<file path="src/armIsaPkg.sv">
package armIsaPkg;

  // Full word width and the slice the control unit sees
  localparam int unsigned instrW = 32;
  localparam int unsigned instrHiW = 20;

  // Field positions, numbered as in the full instruction word
  localparam int unsigned condMsb = 31;
  localparam int unsigned condLsb = 28;
  localparam int unsigned opMsb = 27;
  localparam int unsigned opLsb = 26;
  localparam int unsigned iBitPos = 25;
  localparam int unsigned cmdMsb = 24;
  localparam int unsigned cmdLsb = 21;
  // S for data processing, L for memory
  localparam int unsigned slBitPos = 20;
  localparam int unsigned rdMsb = 15;
  localparam int unsigned rdLsb = 12;

  localparam int unsigned immSrcW = 2;
  localparam int unsigned regSrcW = 2;
  localparam int unsigned flagWW = 2;

  localparam logic [rdMsb-rdLsb:0] pcReg = 15;

  typedef enum logic [1:0] {
    opDataProc = 2'b00,
    opMemory   = 2'b01,
    opBranch   = 2'b10
  } opT;

  typedef enum logic [3:0] {
    cmdAnd = 4'b0000,
    cmdSub = 4'b0010,
    cmdAdd = 4'b0100,
    cmdOrr = 4'b1100
  } cmdT;

  typedef enum logic [1:0] {
    aluAdd = 2'b00,
    aluSub = 2'b01,
    aluAnd = 2'b10,
    aluOrr = 2'b11
  } aluCtlT;

endpackage

</file>
<file path="src/armCondPkg.sv">
package armCondPkg;

  typedef enum logic [3:0] {
    condEq = 4'b0000,
    condNe = 4'b0001,
    condCs = 4'b0010,
    condCc = 4'b0011,
    condMi = 4'b0100,
    condPl = 4'b0101,
    condVs = 4'b0110,
    condVc = 4'b0111,
    condHi = 4'b1000,
    condLs = 4'b1001,
    condGe = 4'b1010,
    condLt = 4'b1011,
    condGt = 4'b1100,
    condLe = 4'b1101,
    condAl = 4'b1110
  } condT;

  // Stored flags, NZCV from msb down
  typedef logic [3:0] flagsT;

  localparam int unsigned flagBitN = 3;
  localparam int unsigned flagBitZ = 2;
  localparam int unsigned flagBitC = 1;
  localparam int unsigned flagBitV = 0;

endpackage

</file>
<file path="src/decodeIf.sv">
`timescale 1ns/1ps

interface decodeIf;
  import armIsaPkg::*;

  // Bit 1 requests N and Z, bit 0 requests C and V
  logic [flagWW-1:0] flagW;
  logic pcS;
  logic regW;
  logic memW;

  modport decoder (
    output flagW,
    output pcS,
    output regW,
    output memW
  );

  modport cond (
    input flagW,
    input pcS,
    input regW,
    input memW
  );

endinterface

</file>
<file path="src/instrDecoder.sv">
`timescale 1ns/1ps

module instrDecoder (
  input  logic [armIsaPkg::instrW-1:armIsaPkg::instrW-armIsaPkg::instrHiW] instr,
  decodeIf.decoder                           ctl,
  output logic [armIsaPkg::regSrcW-1:0]      regSrc,
  output logic [armIsaPkg::immSrcW-1:0]      immSrc,
  output logic                               aluSrc,
  output armIsaPkg::aluCtlT                  aluControl,
  output logic                               memToReg
);
  import armIsaPkg::*;

  opT                 op;
  cmdT                cmd;
  logic               iBit;
  logic               slBit;
  logic [rdMsb-rdLsb:0] rd;

  logic               regW;
  logic               memW;
  logic               branch;
  logic               aluOp;
  logic [flagWW-1:0]  flagW;

  assign op    = opT'(instr[opMsb:opLsb]);
  assign cmd   = cmdT'(instr[cmdMsb:cmdLsb]);
  assign iBit  = instr[iBitPos];
  assign slBit = instr[slBitPos];
  assign rd    = instr[rdMsb:rdLsb];

  // Main decoder
  always_comb begin
    regW     = 1'b0;
    memW     = 1'b0;
    memToReg = 1'b0;
    aluSrc   = 1'b0;
    immSrc   = 2'b00;
    regSrc   = 2'b00;
    branch   = 1'b0;
    aluOp    = 1'b0;
    case (op)
      opDataProc: begin
        regW   = 1'b1;
        aluSrc = iBit;
        aluOp  = 1'b1;
      end
      opMemory: begin
        aluSrc = 1'b1;
        immSrc = 2'b01;
        if (slBit) begin
          // LDR
          regW     = 1'b1;
          memToReg = 1'b1;
        end else begin
          // STR reads Rd as the store data
          memW   = 1'b1;
          regSrc = 2'b10;
        end
      end
      opBranch: begin
        aluSrc = 1'b1;
        immSrc = 2'b10;
        regSrc = 2'b01;
        branch = 1'b1;
      end
      default: begin
        // Op 11 is unsupported, all requests stay low
        regW = 1'b0;
      end
    endcase
  end

  // ALU decoder
  always_comb begin
    aluControl = aluAdd;
    flagW      = 2'b00;
    if (aluOp) begin
      case (cmd)
        cmdAdd:  aluControl = aluAdd;
        cmdSub:  aluControl = aluSub;
        cmdAnd:  aluControl = aluAnd;
        cmdOrr:  aluControl = aluOrr;
        default: aluControl = aluAdd;
      endcase
      if (slBit) begin
        flagW[1] = 1'b1;
        // Logic ops leave C and V alone
        flagW[0] = (cmd == cmdAdd) || (cmd == cmdSub);
      end
    end
  end

  assign ctl.regW  = regW;
  assign ctl.memW  = memW;
  assign ctl.flagW = flagW;
  // Branch or write to r15
  assign ctl.pcS   = branch || (regW && (rd == pcReg));

endmodule

</file>
<file path="src/condLogic.sv">
`timescale 1ns/1ps

module condLogic (
  input  logic               clk,
  input  logic               arstN,
  input  armCondPkg::condT   cond,
  input  armCondPkg::flagsT  aluFlags,
  decodeIf.cond              ctl,
  output logic               regWrite,
  output logic               memWrite,
  output logic               pcSrc
);
  import armCondPkg::*;

  flagsT flags;
  logic  n;
  logic  z;
  logic  c;
  logic  v;
  logic  condEx;

  assign n = flags[flagBitN];
  assign z = flags[flagBitZ];
  assign c = flags[flagBitC];
  assign v = flags[flagBitV];

  always_comb begin
    case (cond)
      condEq:  condEx = z;
      condNe:  condEx = !z;
      condCs:  condEx = c;
      condCc:  condEx = !c;
      condMi:  condEx = n;
      condPl:  condEx = !n;
      condVs:  condEx = v;
      condVc:  condEx = !v;
      condHi:  condEx = c && !z;
      condLs:  condEx = !c || z;
      condGe:  condEx = (n == v);
      condLt:  condEx = (n != v);
      condGt:  condEx = !z && (n == v);
      condLe:  condEx = z || (n != v);
      condAl:  condEx = 1'b1;
      // Code 1111 is not part of this subset
      default: condEx = 1'b0;
    endcase
  end

  // NZ and CV flag pairs are written separately
  always_ff @(posedge clk or negedge arstN) begin
    if (!arstN) begin
      flags <= '0;
    end else begin
      if (ctl.flagW[1] && condEx) begin
        flags[flagBitN] <= aluFlags[flagBitN];
        flags[flagBitZ] <= aluFlags[flagBitZ];
      end
      if (ctl.flagW[0] && condEx) begin
        flags[flagBitC] <= aluFlags[flagBitC];
        flags[flagBitV] <= aluFlags[flagBitV];
      end
    end
  end

  assign regWrite = ctl.regW && condEx;
  assign memWrite = ctl.memW && condEx;
  assign pcSrc    = ctl.pcS && condEx;

  // The decoder never asks for a register and a memory write together
  assert property (@(posedge clk) disable iff (!arstN)
    !(ctl.regW && ctl.memW))
    else $error("register and memory write requested together");

  // No flag request, no flag change on the next edge
  assert property (@(posedge clk) disable iff (!arstN)
    (ctl.flagW == 2'b00) |=> $stable(flags))
    else $error("flags changed without a write request");

endmodule

</file>
<file path="src/controlUnit.sv">
`timescale 1ns/1ps

module controlUnit (
  input  logic                                clk,
  input  logic                                arstN,
  input  logic [armIsaPkg::instrW-1:armIsaPkg::instrW-armIsaPkg::instrHiW] instr,
  input  armCondPkg::flagsT                   aluFlags,
  output logic [armIsaPkg::regSrcW-1:0]       regSrc,
  output logic                                regWrite,
  output logic [armIsaPkg::immSrcW-1:0]       immSrc,
  output logic                                aluSrc,
  output armIsaPkg::aluCtlT                   aluControl,
  output logic                                memWrite,
  output logic                                memToReg,
  output logic                                pcSrc
);
  import armIsaPkg::*;
  import armCondPkg::*;

  condT cond;

  decodeIf ctlBus ();

  assign cond = condT'(instr[condMsb:condLsb]);

  instrDecoder uDecoder (
    .instr      (instr),
    .ctl        (ctlBus.decoder),
    .regSrc     (regSrc),
    .immSrc     (immSrc),
    .aluSrc     (aluSrc),
    .aluControl (aluControl),
    .memToReg   (memToReg)
  );

  // Flags and conditional gating of the write requests
  condLogic uCond (
    .clk      (clk),
    .arstN    (arstN),
    .cond     (cond),
    .aluFlags (aluFlags),
    .ctl      (ctlBus.cond),
    .regWrite (regWrite),
    .memWrite (memWrite),
    .pcSrc    (pcSrc)
  );

endmodule

</file>
<file path="config.mk">
export PLATFORM = sky130hd
export DESIGN_NAME = controlUnit
export DESIGN_NICKNAME = d
export VERILOG_FILES = /design/src/armIsaPkg.sv /design/src/armCondPkg.sv /design/src/decodeIf.sv /design/src/instrDecoder.sv /design/src/condLogic.sv /design/src/controlUnit.sv
export SDC_FILE = /design/constraint.sdc
export NUM_CORES = 1
export LEC_CHECK = 0
export BUFFER_PORTS_ARGS = -buffer_cell sky130_fd_sc_hd__buf_2
export CORE_MARGIN = 2
export CORE_UTILIZATION = 40
export CTS_CLUSTER_SIZE = 20
export DETAILED_ROUTE_END_ITERATION = 16
export PLACE_DENSITY = 0.77
export SYNTH_ARGS = -nofsm -noshare
export SYNTH_HDL_FRONTEND = slang
export SYNTH_SLANG_ARGS = --single-unit
</file>
<file path="constraint.sdc">
create_clock -name clk -period 3.4 [get_ports clk]
set_input_delay 0.17 -clock clk [delete_from_list [all_inputs] [get_ports clk]]
set_output_delay 0.17 -clock clk [all_outputs]
set_load 0.01 [all_outputs]
</file>
* After elaboration in Yosys (flattened, before gate mapping)
Cells that the tools add are included.
** Word-level totals
- Flip-flop bits (word level) :: 4
- Bits of input ports :: 26
- Logic and storage cells :: 60
- Output and inout port bits :: 11
** Cells by class
- Eq/ne operators :: 22
- Reductions and logical operators :: 20
- Muxes and demuxes :: 16
** Operators with widths (number)
- $eq 4x4->1 const B :: 9
- $eq 4x3->1 const B :: 5
- $pmux 1 s15 :: 1
- $eq 4x2->1 const B :: 3
- $logic_and 1x1->1 :: 8
- $logic_not 4->1 :: 2
- $mux 2 :: 4
- $pmux 2 s2 :: 2
- $mux 1 :: 6
- $pmux 2 s3 :: 1
- $eq 4x1->1 const B :: 1
- $logic_not 1->1 :: 4
- $logic_or 1x1->1 :: 4
- $pmux 1 s2 :: 2
- $eq 2x1->1 const B :: 1
- $eq 2x2->1 const B :: 1
- $logic_not 2->1 :: 1
- $reduce_or 2->1 :: 1
- $eq 1x1->1 :: 1
- $ne 1x1->1 :: 1

* Depth between registers and ports, before layout
- Word-level depth :: 5
- Mapped depth :: 7

* Modules after synthesis
From an unflattened synthesis, not the netlist that was laid out.
** Unflattened totals
- Cells, all modules :: 71
- Area total of the unflattened synthesis :: 639.4 um^2
** By module, submodules not included
- condLogic :: seq. area each 100.1 um^2, instances 1, cells an instance 46, area each 440.4 um^2
- instrDecoder :: seq. area each 0.0 um^2, instances 1, cells an instance 25, area each 198.9 um^2

* Worst setup path before layout
OpenSTA, ideal clock, no wires.
- Kind :: register to register
- From :: register uCond.flags[0]
- To :: register uCond.flags[0]
- Period minus slack after synthesis :: 1.911 ns
- Cell stages (with the launch flop) :: 7
- Arrival time :: 1.783 ns
- Buffers on the path :: 0
- Required time :: 3.272 ns
- Slack :: 1.489 ns
- Cell sequence :: dfrtp_1 -> and4bb_2 -> a211o_1 -> a211oi_1 -> o221a_2 -> nand3b_1 -> mux2_1
** On the way
- Word-level cells in the longest chain between the ends :: 4
** RTL lines
- start: declaration :: line condLogic.sv:15 : flagsT flags;
- start signal: indexed assignment :: line condLogic.sv:55 : flags[flagBitN] <= aluFlags[flagBitN];
- start signal: indexed assignment :: line condLogic.sv:56 : flags[flagBitZ] <= aluFlags[flagBitZ];
- start signal: indexed assignment :: line condLogic.sv:59 : flags[flagBitC] <= aluFlags[flagBitC];
- $ne 1x1->1 or $eq 1x1->1 (tied branches)
- $logic_or 1x1->1 or $logic_and 1x1->1 (tied branches) :: line condLogic.sv:42, condLogic.sv:41
- $pmux 1 s15 (*) :: line condLogic.sv:28 : case (cond)
- $logic_and 1x1->1 (*) :: line condLogic.sv:58 : if (ctl.flagW[0] && condEx) begin
Mark *: on every way between the ends. The rest lies on a longest branch, timed or not.
A chain may end at the register's enable or synchronous reset.

* Final worst setup path
- From :: register uCond.flags[0]
- To :: register uCond.flags[1]
Same word-level chain as after synthesis.

==> impl_results.md <==
* Layout cells sized above 1 at 0.386
* Synth Instances at 67
* RSZ-0062 raised after global routing: false
* Ant diodes at 0
* Seq pwr share at 0.344
* Critical Path AT at 2190 ps
* TritonCTS sink count at 4
* Switch share at 0.342
* Routed wire length at 1260 um
* Worst-margin pin slew at 207 ps
* Gate power share at 0.407
* Post-synthesis sequential area ratio at 0.175
* Drt drc at 0
* Num CTS Buffers at 3
* Antenna-violating nets left at 0
* Avg WL per Cell at 10.9 um
* Distinct cells, synth at 32
* Reg-to-reg setup timing slack at 1310 ps
* Worst Reg-to-Reg Cells at 6
* Post-CTS setup buffers at 0
* Peak supply drop at 0.000318 V
* CTS tree: yes
* Synth warnings at 0
* Die W at 41.8 um
* Setup_tns at 0 ps
* GRT overflow at 0
* Syn_area_per_cell at 8.52 um^2
* IO buf count at 32
* Worst hold endpoint: uCond.flags[1]$_DFFE_PN0P_
* Slowest library cell on the worst path: dfrtp_1
* Max reg flops at 4
* GRT Total Usage at 0.152
* Outcome: complete, no violations
* Worst hold path cell count at 2
* Vias at 592
* Final Hold Vio Count at 0
* Max stage delay on crit path at 430 ps
* Synth-to-layout area growth at 33.1%
* Crit-path leading delay family: compound AO/OA/AOI/OAI gates
* Die H at 41.8 um
* Worst-path fanout max at 6
* Syn_nets at 99
* Clock Pin Slew Worst Setup and Hold Paths at 40 ps
* Max-Cap Viols at 0
* Relative slew slack at 0.862
* Worst skew pair latency at 230 ps
* Hold Crit Class: in -> reg
* Core area at 1320 um^2
* Cell-internal power at 0.148 mW
* Global placer's final weighted congestion at 0.689
* Max Clock Freq at 479 MHz
* Number of fill cells in the layout at 133
* Power share of the clock group at 0.249
* Max Root-Sink Buffers at 2
* Pwr Density at 296 nW/um^2
* Hpwl dp at 1030 um
* Slew Limit Fails at 0
* GRT busiest layer: met2
* Final setup violation count at 0
* Worst reg2reg path endpoint: uCond.flags[1]$_DFFE_PN0P_
* Worst reg2reg startpoint: uCond.flags[0]$_DFFE_PN0P_
* Number of placed I/O pins at 37
* Top reg by flops: uCond.flags
* Post-synth top area share at 0.175
* Synth area leaders: dfrtp_1 (18%), ha_1 (13%), mux2_1 (7.9%), nor2_1 (7.2%), xor2_1 (4.6%)
* Met3 GRT Util at 0.0174
* Critical Path, Cell by Cell: and4bb_2 > a211o_1 > a211oi_1 > o221a_2 > nand3b_1 > mux2_1
* Largest net degree at the start of global routing at 10
* Final Cell Area at 759 um^2
* Cell area after placement at 727 um^2
* Critical path startpoint category: flip-flop
* Met2 Use GR at 0.281
* H-Tree Depth at 1
* CP Capture Type: flip-flop
* Drt via density at 5.10
* HP Start: aluFlags[1]
* Synthesized cell area at 571 um^2
* DR pass1 iterations at 2
* P_leak at 0.406 nW
* First-pass GRT wire length at 2170 um
* Initial antenna violation count at 0
* Detailed Route Iter0 Violations at 3
* Minimum clock period at 2090 ps
* Grt met1 use at 0.176
* Final net count at 135
* Clock skew at 5.93 ps
* Initial Utilization at 0.433
* Vias in the first global route at 558
* Buf+Inv Stages, Crit Path at 0
* Synth Register Bits at 4
* Fin crit share at 0.614
* Area leader, netlist: dfrtp_1
* Crit path kind: reg -> reg
* FP Rows at 13
* Largest registers: uCond.flags (4)
* P_sw at 0.0768 mW
* Root Buffer: clkbuf_4
* Die area at 1740 um^2
* Required time of the critical path at 3510 ps
-- power groups by stage --
stage	sequential (mW)	combinational, mW	clock [mW]
final	0.0771	0.0915	0.0560
after CTS	0.0774	0.0926	0.0592
after detailed placement	0.0780	0.0912	0
after global routing	0.0801	0.104	0.0612
after floorplan	0.0718	0.0619	0
after global placement	0.0759	0.0876	0
-- kinds of logic (layout without fill, tap and decap cells) --
family                   count (synthesis)  in the layout  share of synthesized area
AO/OA/AOI/OAI                           12             12                      0.143
XOR/XNOR                                 4              4                     0.0614
adder cells (fa/ha/maj)                  6              6                      0.132
buffers and inverters                    7             41                     0.0724
flip-flops                               4              4                      0.175
multiplexers                             5              5                     0.0965
AND/OR/NAND/NOR                         29             29                      0.320
-- area by class of cell --
cell class	instances	area, um^2	area share
Multi-Input combinational cell	56	429	0.565
Inverter	5	18.8	0.0247
Clock buffer	3	22.5	0.0297
Sequential cell	4	100	0.132
Timing Repair Buffer	33	170	0.224
Tap cell	15	18.8	0.0247
-- worst reg2reg max path, stage by stage, from the launching register on --
cell and delay (ps):
dfrtp_1 430, and4bb_2 270, a211o_1 280, a211oi_1 220
o221a_2 270, nand3b_1 160, mux2_1 340
-- layout by cell type (no fill, tap or decap), drive strengths merged, types with 2 or more instances in the layout --
master and instances:
nand3b 2, clkbuf 3, ha 6, nand2b 2
or3b 2, dfrtp 4, nor3b 2, nor2 11
and4bb 2, nor3 2, a21oi 5, xor2 3
buf 32, inv 5, mux2 4
-- cells in the mapped netlist --
cell      number
a211o_1        1
a211oi_1       1
a21oi_1        5
and2_1         1
and3b_1        1
and4bb_1       1
and4bb_2       1
buf_4          1
buf_8          1
dfrtp_1        4
ha_1           6
inv_1          5
mux2_1         4
mux2i_1        1
nand2_1        1
nand2b_1       2
nand3b_1       2
nand4_1        1
nand4b_1       1
nor2_1        11
nor3_1         1
nor3_2         1
nor3b_1        2
o211ai_1       1
o21ai_0        1
o21bai_1       1
o221a_2        1
o31a_1         1
or3_2          1
or3b_1         2
xnor2_1        1
xor2_1         3
-- layer usage --
metal | vias to the layer above | wire length [um]
met5 | - | 0
met2 | 18 | 658
met4 | 0 | 0
li1 | 308 | -
met1 | 266 | 547
met3 | 0 | 56
-- metrics by stage --
step	hold WS (ps)	power [mW]	worst slack (ps)	std cells	utilization
3_5_place_dp	-25.4	0.169	1320	112	0.552
6_report	161	0.225	1310	116	0.576
4_1_cts	154	0.229	1300	116	0.576
3_3_place_gp	-27.5	0.163	1350	112	0.552
2_1_floorplan	-126	0.134	1490	67	-
5_1_grt	161	0.245	1160	116	0.576
-- worst max path at each step --
stage	startpoint	endpoint	slack, ps	cells past startpoint
finish	uCond.flags[0]$_DFFE_PN0P_	uCond.flags[1]$_DFFE_PN0P_	1310	6
global route	uCond.flags[0]$_DFFE_PN0P_	uCond.flags[3]$_DFFE_PN0P_	1160	6
global placement	uCond.flags[0]$_DFFE_PN0P_	uCond.flags[1]$_DFFE_PN0P_	1350	6
CTS	uCond.flags[0]$_DFFE_PN0P_	uCond.flags[2]$_DFFE_PN0P_	1300	6
floorplan	uCond.flags[0]$_DFFE_PN0P_	uCond.flags[0]$_DFFE_PN0P_	1490	6
detailed placement	uCond.flags[0]$_DFFE_PN0P_	uCond.flags[1]$_DFFE_PN0P_	1320	6
-- timing repair --
action | 4_1_cts | 5_1_grt
hold buffers | 1 | 0
resized for setup | 0 | 0
endpoints found under the hold margin | 4 | 0
(Power assumes the default switching activity.)
